File: src/verilog/cpu_macros.svh
`ifndef CPU_MACROS_SVH
`define CPU_MACROS_SVH

// Machine word, bit 0 is the most significant
`define WORD_BITS 16

// r0 holds the flags, r1 to r7 are general registers
`define NUM_REGS 8

// Clock cycles a strobe may wait for rok_ before the alarm
`define BUS_TIMEOUT 32

`endif

File: src/verilog/cpu_isa_pkg.sv
package cpu_isa_pkg;

	// Major opcodes, every other value halts the processor
	typedef enum logic [0:5] {
		LW   = 6'o20,
		TW   = 6'o21,
		RW   = 6'o24,
		AW   = 6'o40,
		SW   = 6'o42,
		OR_W = 6'o44,
		NR   = 6'o46,
		HLT  = 6'o73
	} opcode_t;

	// Instruction word, always followed by the argument N
	typedef struct packed {
		opcode_t    opcode;
		logic       d;
		logic [0:2] ra;
		logic [0:2] rb;
		logic [0:2] rc;
	} instr_t;

	typedef enum logic [0:1] {
		ADD,
		SUB,
		OR,
		AND
	} alu_op_t;

	// Lives in r0 bits 0 to 3
	typedef struct packed {
		logic z;
		logic m;
		logic v;
		logic c;
	} flags_t;

	typedef struct packed {
		logic    reg_we;
		logic    use_alu;
		alu_op_t alu_op;
		logic    flags_all;
		logic    flags_zm;
		logic    mem_read;
		logic    mem_write;
		logic    halt;
	} ctl_t;

endpackage

File: src/verilog/cpu_bus_pkg.sv
`include "cpu_macros.svh"

package cpu_bus_pkg;

	// Request from the sequencer, true values and active high
	typedef struct packed {
		logic                  rd;
		logic                  wr;
		logic [0:`WORD_BITS-1] addr;
		logic [0:`WORD_BITS-1] data;
	} bus_req_t;

	// One-cycle reply, either ok or nomem
	typedef struct packed {
		logic                  ok;
		logic                  nomem;
		logic [0:`WORD_BITS-1] data;
	} bus_rsp_t;

	typedef enum logic [2:0] {
		IDLE,
		P0_FETCH,
		P1_ARG,
		P4_EXEC,
		HALTED,
		ALARM
	} seq_state_t;

endpackage

File: src/verilog/instr_decoder.sv
`timescale 1ns/1ps

module instr_decoder
	import cpu_isa_pkg::*;
(
	input  instr_t instr,
	output ctl_t   ctl
);

	always_comb begin
		ctl = '0;
		ctl.alu_op = ADD;
		case (instr.opcode)
			LW: begin
				ctl.reg_we = 1'b1;
			end
			TW: begin
				ctl.reg_we = 1'b1;
				ctl.mem_read = 1'b1;
			end
			RW: begin
				ctl.mem_write = 1'b1;
			end
			AW, SW: begin
				ctl.reg_we = 1'b1;
				ctl.use_alu = 1'b1;
				ctl.alu_op = (instr.opcode == SW) ? SUB : ADD;
				ctl.flags_all = 1'b1;
			end
			OR_W, NR: begin
				ctl.reg_we = 1'b1;
				ctl.use_alu = 1'b1;
				ctl.alu_op = (instr.opcode == NR) ? AND : OR;
				ctl.flags_zm = 1'b1;
			end
			// HLT and anything unknown
			default: begin
				ctl.halt = 1'b1;
			end
		endcase
	end

endmodule

File: src/verilog/reg_file.sv
`timescale 1ns/1ps
`include "cpu_macros.svh"

module reg_file
	import cpu_isa_pkg::*;
(
	input  logic                  __clk,
	input  logic                  rst_n,
	input  logic [0:2]            rsel,
	input  logic [0:`WORD_BITS-1] wdata,
	input  logic                  we,
	input  flags_t                flags_in,
	input  logic                  flags_we_all,
	input  logic                  flags_we_zm,
	output logic [0:`WORD_BITS-1] rdata,
	output flags_t                flags
);

	localparam int FLAG_BITS = $bits(flags_t);

	logic [0:`WORD_BITS-1] regs [0:`NUM_REGS-1];
	logic                  r0_write;

	assign r0_write = we && (rsel == 3'd0);

	always_ff @(posedge __clk) begin
		if (!rst_n) begin
			for (int i = 0; i < `NUM_REGS; i++)
				regs[i] <= '0;
		end else begin
			if (r0_write)
				regs[0] <= {wdata[0:FLAG_BITS-1], {(`WORD_BITS-FLAG_BITS){1'b0}}};
			else if (we)
				regs[rsel] <= wdata;
			// Writing r0 itself wins over the flag update
			if (!r0_write) begin
				if (flags_we_all)
					regs[0][0:FLAG_BITS-1] <= flags_in;
				else if (flags_we_zm)
					regs[0][0:1] <= {flags_in.z, flags_in.m};
			end
		end
	end

	assign rdata = regs[rsel];
	assign flags = flags_t'(regs[0][0:FLAG_BITS-1]);

endmodule

File: src/verilog/alu.sv
`timescale 1ns/1ps
`include "cpu_macros.svh"

module alu
	import cpu_isa_pkg::*;
(
	input  logic [0:`WORD_BITS-1] a,
	input  logic [0:`WORD_BITS-1] b,
	input  alu_op_t               op,
	input  flags_t                flags_old,
	output logic [0:`WORD_BITS-1] result,
	output flags_t                flags_new
);

	logic                  arith;
	logic                  cin;
	logic [0:`WORD_BITS-1] b_eff;
	// Bit 0 is the carry out of the word's bit 0
	logic [0:`WORD_BITS]   sum;

	assign arith = (op == ADD) || (op == SUB);
	assign cin = (op == SUB);

	// Subtraction as a + ~b + 1
	assign b_eff = cin ? ~b : b;
	assign sum = a + b_eff + cin;

	always_comb begin
		flags_new = flags_old;
		case (op)
			ADD, SUB: result = sum[1:`WORD_BITS];
			OR:       result = a | b;
			default:  result = a & b;
		endcase
		flags_new.z = (result == '0);
		flags_new.m = result[0];
		// v and c pass through for the logic ops
		if (arith) begin
			flags_new.v = (a[0] == b_eff[0]) && (result[0] != a[0]);
			flags_new.c = sum[0];
		end
	end

endmodule

File: src/verilog/cycle_sequencer.sv
`timescale 1ns/1ps
`include "cpu_macros.svh"

module cycle_sequencer
	import cpu_isa_pkg::*;
	import cpu_bus_pkg::*;
(
	input  logic                  __clk,
	input  logic                  rst_n,
	input  logic                  start_,
	input  ctl_t                  ctl,
	output instr_t                instr,
	output bus_req_t              bus_req,
	input  bus_rsp_t              bus_rsp,
	output logic [0:2]            rsel,
	output logic [0:`WORD_BITS-1] wdata,
	output logic                  we,
	output logic                  flags_we_all,
	output logic                  flags_we_zm,
	input  logic [0:`WORD_BITS-1] rdata,
	input  logic [0:`WORD_BITS-1] alu_result,
	output alu_op_t               alu_op,
	output logic [0:`WORD_BITS-1] arg,
	output logic                  run,
	output logic                  hlt_n_
);

	seq_state_t            state;
	logic [0:`WORD_BITS-1] ic;
	instr_t                ir;
	logic [0:`WORD_BITS-1] arg_q;
	logic                  bus_busy;
	logic                  exec;

	assign bus_busy = bus_req.rd | bus_req.wr;
	assign exec = (state == P4_EXEC);

	// ------------------------------------------------------------------------
	// Instruction cycle
	// ------------------------------------------------------------------------

	always_ff @(posedge __clk) begin
		if (!rst_n) begin
			state <= IDLE;
			ic <= '0;
			bus_req <= '0;
		end else if (bus_rsp.nomem) begin
			// No memory at this address
			bus_req <= '0;
			state <= ALARM;
		end else begin
			case (state)
				IDLE: begin
					if (!start_)
						state <= P0_FETCH;
				end
				P0_FETCH: begin
					if (bus_rsp.ok) begin
						bus_req <= '0;
						ir <= instr_t'(bus_rsp.data);
						state <= P1_ARG;
					end else if (!bus_busy) begin
						bus_req <= '{rd: 1'b1, wr: 1'b0, addr: ic, data: '0};
					end
				end
				P1_ARG: begin
					if (bus_rsp.ok) begin
						bus_req <= '0;
						arg_q <= bus_rsp.data;
						state <= P4_EXEC;
					end else if (!bus_busy) begin
						bus_req <= '{rd: 1'b1, wr: 1'b0, addr: ic + 1'b1, data: '0};
					end
				end
				P4_EXEC: begin
					if (ctl.halt) begin
						ic <= ic + 2'd2;
						state <= HALTED;
					end else if (ctl.mem_read || ctl.mem_write) begin
						if (bus_rsp.ok) begin
							bus_req <= '0;
							ic <= ic + 2'd2;
							state <= P0_FETCH;
						end else if (!bus_busy) begin
							bus_req <= '{rd: ctl.mem_read, wr: ctl.mem_write,
								addr: arg_q, data: rdata};
						end
					end else begin
						// Register operation done in one cycle
						ic <= ic + 2'd2;
						state <= P0_FETCH;
					end
				end
				default: begin
					// HALTED and ALARM wait for reset
					bus_req <= '0;
				end
			endcase
		end
	end

	// ------------------------------------------------------------------------
	// Register file and ALU control
	// ------------------------------------------------------------------------

	assign instr = ir;
	assign arg = arg_q;
	assign rsel = ir.ra;
	assign alu_op = ctl.alu_op;

	always_comb begin
		if (ctl.use_alu)
			wdata = alu_result;
		else if (ctl.mem_read)
			wdata = bus_rsp.data;
		else
			wdata = arg_q;
	end

	// TW writes in the cycle the memory data arrives
	assign we = exec && ctl.reg_we && (!ctl.mem_read || bus_rsp.ok);
	assign flags_we_all = exec && ctl.flags_all;
	assign flags_we_zm = exec && ctl.flags_zm;

	assign run = (state == P0_FETCH) || (state == P1_ARG) || exec;
	assign hlt_n_ = (state != HALTED);

endmodule

File: src/verilog/bus_interface.sv
`timescale 1ns/1ps
`include "cpu_macros.svh"

module bus_interface
	import cpu_bus_pkg::*;
(
	input  logic                  __clk,
	input  logic                  rst_n,
	input  bus_req_t              req,
	output bus_rsp_t              rsp,
	output logic                  dr_,
	output logic                  dw_,
	output logic [0:`WORD_BITS-1] dad_,
	output logic [0:`WORD_BITS-1] ddt_,
	input  logic                  rok_,
	input  logic [0:`WORD_BITS-1] rdt_,
	output logic                  awaria_
);

	localparam int CNT_BITS = $clog2(`BUS_TIMEOUT);

	logic                strobe;
	logic                waiting;
	logic [CNT_BITS-1:0] wait_cnt;
	logic                alarm;

	// Open-collector lines idle high
	assign strobe = req.rd | req.wr;
	assign dr_ = ~req.rd;
	assign dw_ = ~req.wr;
	assign dad_ = strobe ? ~req.addr : '1;
	assign ddt_ = req.wr ? ~req.data : '1;

	// Nothing more is taken once the reply is out
	assign waiting = strobe && !rsp.ok && !rsp.nomem;

	always_ff @(posedge __clk) begin
		if (!rst_n) begin
			rsp.ok <= 1'b0;
			rsp.nomem <= 1'b0;
			wait_cnt <= '0;
			alarm <= 1'b0;
		end else begin
			rsp.ok <= 1'b0;
			rsp.nomem <= 1'b0;
			if (!waiting) begin
				wait_cnt <= '0;
			end else if (!rok_) begin
				rsp.ok <= 1'b1;
				rsp.data <= ~rdt_;
				wait_cnt <= '0;
			end else if (wait_cnt == CNT_BITS'(`BUS_TIMEOUT - 1)) begin
				rsp.nomem <= 1'b1;
				alarm <= 1'b1;
				wait_cnt <= '0;
			end else begin
				wait_cnt <= wait_cnt + 1'b1;
			end
		end
	end

	assign awaria_ = ~alarm;

endmodule

File: src/verilog/cpu.sv
`timescale 1ns/1ps
`include "cpu_macros.svh"

module cpu
	import cpu_isa_pkg::*;
	import cpu_bus_pkg::*;
(
	input  logic                  __clk,
	input  logic                  rst_n,
	input  logic                  start_,
	input  logic                  rok_,
	input  logic [0:`WORD_BITS-1] rdt_,
	output logic                  dr_,
	output logic                  dw_,
	output logic [0:`WORD_BITS-1] dad_,
	output logic [0:`WORD_BITS-1] ddt_,
	output logic                  run,
	output logic                  hlt_n_,
	output logic                  awaria_
);

	// ------------------------------------------------------------------------
	// Decode and sequencing
	// ------------------------------------------------------------------------

	instr_t                instr;
	ctl_t                  ctl;
	bus_req_t              bus_req;
	bus_rsp_t              bus_rsp;
	logic [0:2]            rsel;
	logic [0:`WORD_BITS-1] wdata;
	logic                  we;
	logic                  flags_we_all;
	logic                  flags_we_zm;
	logic [0:`WORD_BITS-1] rdata;
	logic [0:`WORD_BITS-1] alu_result;
	alu_op_t               alu_op;
	logic [0:`WORD_BITS-1] arg;
	flags_t                flags;
	flags_t                flags_new;

	instr_decoder i_decoder (
		.instr(instr),
		.ctl(ctl)
	);

	cycle_sequencer i_seq (
		.__clk(__clk),
		.rst_n(rst_n),
		.start_(start_),
		.ctl(ctl),
		.instr(instr),
		.bus_req(bus_req),
		.bus_rsp(bus_rsp),
		.rsel(rsel),
		.wdata(wdata),
		.we(we),
		.flags_we_all(flags_we_all),
		.flags_we_zm(flags_we_zm),
		.rdata(rdata),
		.alu_result(alu_result),
		.alu_op(alu_op),
		.arg(arg),
		.run(run),
		.hlt_n_(hlt_n_)
	);

	// ------------------------------------------------------------------------
	// Registers and ALU
	// ------------------------------------------------------------------------

	reg_file i_regs (
		.__clk(__clk),
		.rst_n(rst_n),
		.rsel(rsel),
		.wdata(wdata),
		.we(we),
		.flags_in(flags_new),
		.flags_we_all(flags_we_all),
		.flags_we_zm(flags_we_zm),
		.rdata(rdata),
		.flags(flags)
	);

	// rA against N
	alu i_alu (
		.a(rdata),
		.b(arg),
		.op(alu_op),
		.flags_old(flags),
		.result(alu_result),
		.flags_new(flags_new)
	);

	// ------------------------------------------------------------------------
	// System bus
	// ------------------------------------------------------------------------

	bus_interface i_bus (
		.__clk(__clk),
		.rst_n(rst_n),
		.req(bus_req),
		.rsp(bus_rsp),
		.dr_(dr_),
		.dw_(dw_),
		.dad_(dad_),
		.ddt_(ddt_),
		.rok_(rok_),
		.rdt_(rdt_),
		.awaria_(awaria_)
	);

endmodule

File: config.mk
export PLATFORM = sky130hd
export DESIGN_NAME = cpu
export DESIGN_NICKNAME = d
export VERILOG_FILES = /design/src/verilog/cpu_isa_pkg.sv /design/src/verilog/cpu_bus_pkg.sv /design/src/verilog/instr_decoder.sv /design/src/verilog/reg_file.sv /design/src/verilog/alu.sv /design/src/verilog/cycle_sequencer.sv /design/src/verilog/bus_interface.sv /design/src/verilog/cpu.sv
export VERILOG_INCLUDE_DIRS = /design/src /design/src/verilog
export SDC_FILE = /design/constraint.sdc
export NUM_CORES = 1
export LEC_CHECK = 0
export BUFFER_PORTS_ARGS = -buffer_cell sky130_fd_sc_hd__buf_2
export CORE_ASPECT_RATIO = 0.9
export CORE_MARGIN = 5
export CORE_UTILIZATION = 56
export DETAILED_ROUTE_END_ITERATION = 10
export GPL_TIMING_DRIVEN = 1
export PLACE_DENSITY = 0.86
export SYNTH_ARGS = -nofsm -noshare
export SYNTH_HDL_FRONTEND = slang
export SYNTH_SLANG_ARGS = --single-unit
export TNS_END_PERCENT = 50
File: constraint.sdc
create_clock -name __clk -period 4.01 [get_ports __clk]
set_clock_uncertainty 0.1 [all_clocks]
set_input_delay 0.401 -clock __clk [delete_from_list [all_inputs] [get_ports __clk]]
set_output_delay 0.401 -clock __clk [all_outputs]
set_load 0.01 [all_outputs]
==> impl_metrics.env <==
export IMPL_max_freq_mhz=256
export IMPL_cts_tree="built"
export IMPL_ant_nets=0
export IMPL_routed_wl_mm=30.8
export IMPL_die_w_um=160
export IMPL_synth_xor_area_frac=0.0294
export IMPL_tightest_slew_ps=1100
export IMPL_critical_path_class="reg -> reg"
export IMPL_clk_pin_slew_worst_paths_ps=70
export IMPL_synth_top_family_by_area="simple AND/OR/NAND/NOR gates"
export IMPL_antenna_cells=0
export IMPL_die_y_um=145
export IMPL_synth_avg_cell_area_um2=11.2
export IMPL_slew_headroom=0.265
export IMPL_via_per_inst=6.20
export IMPL_fin_total_pwr_w=0.00548
export IMPL_cp_max_fo=4
export IMPL_clock_sinks=232
export IMPL_finalCriticalPeriod_ps=3900
export IMPL_grt_overflow_total=0
export IMPL_p_leak_nw=5.21
export IMPL_initial_core_util=0.568
export IMPL_finish_instance_area_um2=13500
export IMPL_setup_violations_final=0
export IMPL_vias=8732
export IMPL_netlist_instances=1013
export IMPL_slew_violations=0
export IMPL_htree_levels=1
export IMPL_ys_ff_latch=232
export IMPL_cts_hold_buf=0
export IMPL_antenna_found_initial=0
export IMPL_core_um2=19900
export IMPL_nNetsFinal=1179
export IMPL_dieArea_um2=23200
export IMPL_clk_latency_ps=520
export IMPL_firstDrtPassIters=6
export IMPL_placementRows=49
export IMPL_status="completed"
export IMPL_grt_pass1_vias=8423
export IMPL_start_kind="flip-flop"
export IMPL_cp_arrival_ps=4200
export IMPL_hold_viol=0
export IMPL_drt_iter0_drc=1065
export IMPL_gp_congestion=0.984
export IMPL_clk_path_buf_depth=3
export IMPL_post_route_util=0.679
export IMPL_post_dp_cell_area_um2=12400
export IMPL_ys_flop_type="edfxtp_1"
export IMPL_root_buffer="clkbuf_16"
export IMPL_synthDistinctLibCells=65
export IMPL_grt_pass1_wl_mm=46.5
export IMPL_wl_per_cell_um=21.8
export IMPL_peakVddDrop_uv=419
export IMPL_grt_use_total=0.257
export IMPL_syn_to_final_growth_pct=19.6
export IMPL_yosys_warnings=0
export IMPL_io_pins=57
export IMPL_synth_simple_area_share=0.158
export IMPL_synth_edf_count=169
export IMPL_yosysSeqAreaShare=0.560
export IMPL_drc=0
export IMPL_crit_path_end_kind="flip-flop"
export IMPL_synthMuxAreaShare=0.0996
export IMPL_drv_cap=0
export IMPL_synthAdderAreaFrac=0.0367
export IMPL_synth_compound_area_frac=0.0840
export IMPL_port_buffers=56
export IMPL_synthesis_area_um2=11300
export IMPL_dp_slack_ps=-52.2
export IMPL_layout_drive_gt1_share=0.235
export IMPL_setup_ws_ps=105
export IMPL_async_flop_share=0
export IMPL_numCtsBuffers=24
export IMPL_hp_class="in -> reg"
export IMPL_fin_crit_sh=0.974
export IMPL_crit_required_ps=4310
export IMPL_tns_ps=0
export IMPL_grt_max_degree=43
export IMPL_layout_commonest_cell="nor2_1"
export IMPL_layout_common_cells="nor2_1, edfxtp_1, nand2_1"
export IMPL_powerDensity_nw_per_um2=404
export IMPL_hpwl_mm=20.6
## cell usage after synthesis, drive strengths merged (21+ instances only)
library cell | count | area [µm²]
inv | 38 | 143
edfxtp | 169 | 5070
mux4 | 30 | 683
nor3 | 31 | 155
clkbuf | 49 | 184
nand3 | 23 | 115
a21oi | 52 | 268
dfxtp | 63 | 1260
ha | 22 | 275
mux2 | 21 | 244
xnor2 | 30 | 263
nand2 | 99 | 372
nor2 | 174 | 653
o21ai | 26 | 130
## metrics by stage
| stage | hold slack [ps] | instances |
|---|---|---|
| 2_1_floorplan | 317 | 1024 |
| 3_3_place_gp | 331 | 1358 |
| 3_5_place_dp | 341 | 1358 |
| 4_1_cts | 3.99 | 1402 |
| 5_1_grt | 10.5 | 1409 |
| 6_report | 19.3 | 1409 |
## routing by layer
metal,wire length (µm),share of wire,GRT usage
met1,11500,0.37,0.345
met2,14700,0.48,0.425
met3,3260,0.11,0.0433
met4,1340,0.043,0.100
met5,0,0,0
## worst max-delay path, stage by stage (launching register included)
cell and delay [ps]:
dfxtp_4 390, buf_4 160, mux4_2 510, nor2b_1 160
a221oi_2 70, ha_1 370, a21o_1 220, a21o_1 220
a2111oi_4 360, nor2_1 90, or3_1 320, a31oi_2 250
o2111a_1 250, and4_1 210, a2bb2o_4 120
## state kept, by name, indices dropped and copies added (netlist names), named ones only
name	cells
i_seq.arg	16
i_seq.ic	15
i_seq.state	3
i_regs.regs	128
i_seq.instr	6
i_seq.bus_req	34
i_seq.rsel	3
i_bus.rsp	18
i_bus.wait_cnt	5
i_bus.alarm	1
## final cells by class
type / instances / area (µm²)
clock buffers: 35 / 767
clock inverters: 9 / 109
fillers: 1330 / 6390
inverters: 38 / 143
multi-input cells: 698 / 4810
flip-flops and latches: 232 / 6340
well taps: 255 / 319
repair buffers: 142 / 1040
## worst paths after layout
check                         start            endpoint  slack [ps]  cells after the start
setup / recovery          flip-flop  i_regs.regs[0][15]         110                     14
hold / removal                 rok_       i_bus.rsp[17]          20                      2
setup reg to reg          flip-flop  i_regs.regs[0][15]         110                     14
hold reg to reg   i_bus.wait_cnt[0]   i_bus.wait_cnt[0]         350                      1
## power by group
part | leakage, nW | switching, W | internal, W
Clock | 0.432 | 0.000920 | 0.00146
Combinational | 2.58 | 0.000251 | 0.000161
Sequential | 2.20 | 0.0000379 | 0.00264
## cells by family (layout without fill, tap and decap cells)
kind of cell,Yosys count,in the layout
other,1,12
buffers and inverters,94,224
adders and majority gates,35,35
AOI/OAI and AO/OA,141,141
DFF,232,232
xor gates and xnor gates,38,38
muxes,71,71
and+or+nand+nor,401,401
## what timing repair did
item	in CTS	in global routing
setup endpoints to repair	20	50
pin swaps	0	8
cloned	0	2
setup buffers	0	5
resized for setup	6	30
Note: power is estimated with default switching activity, not from simulation.
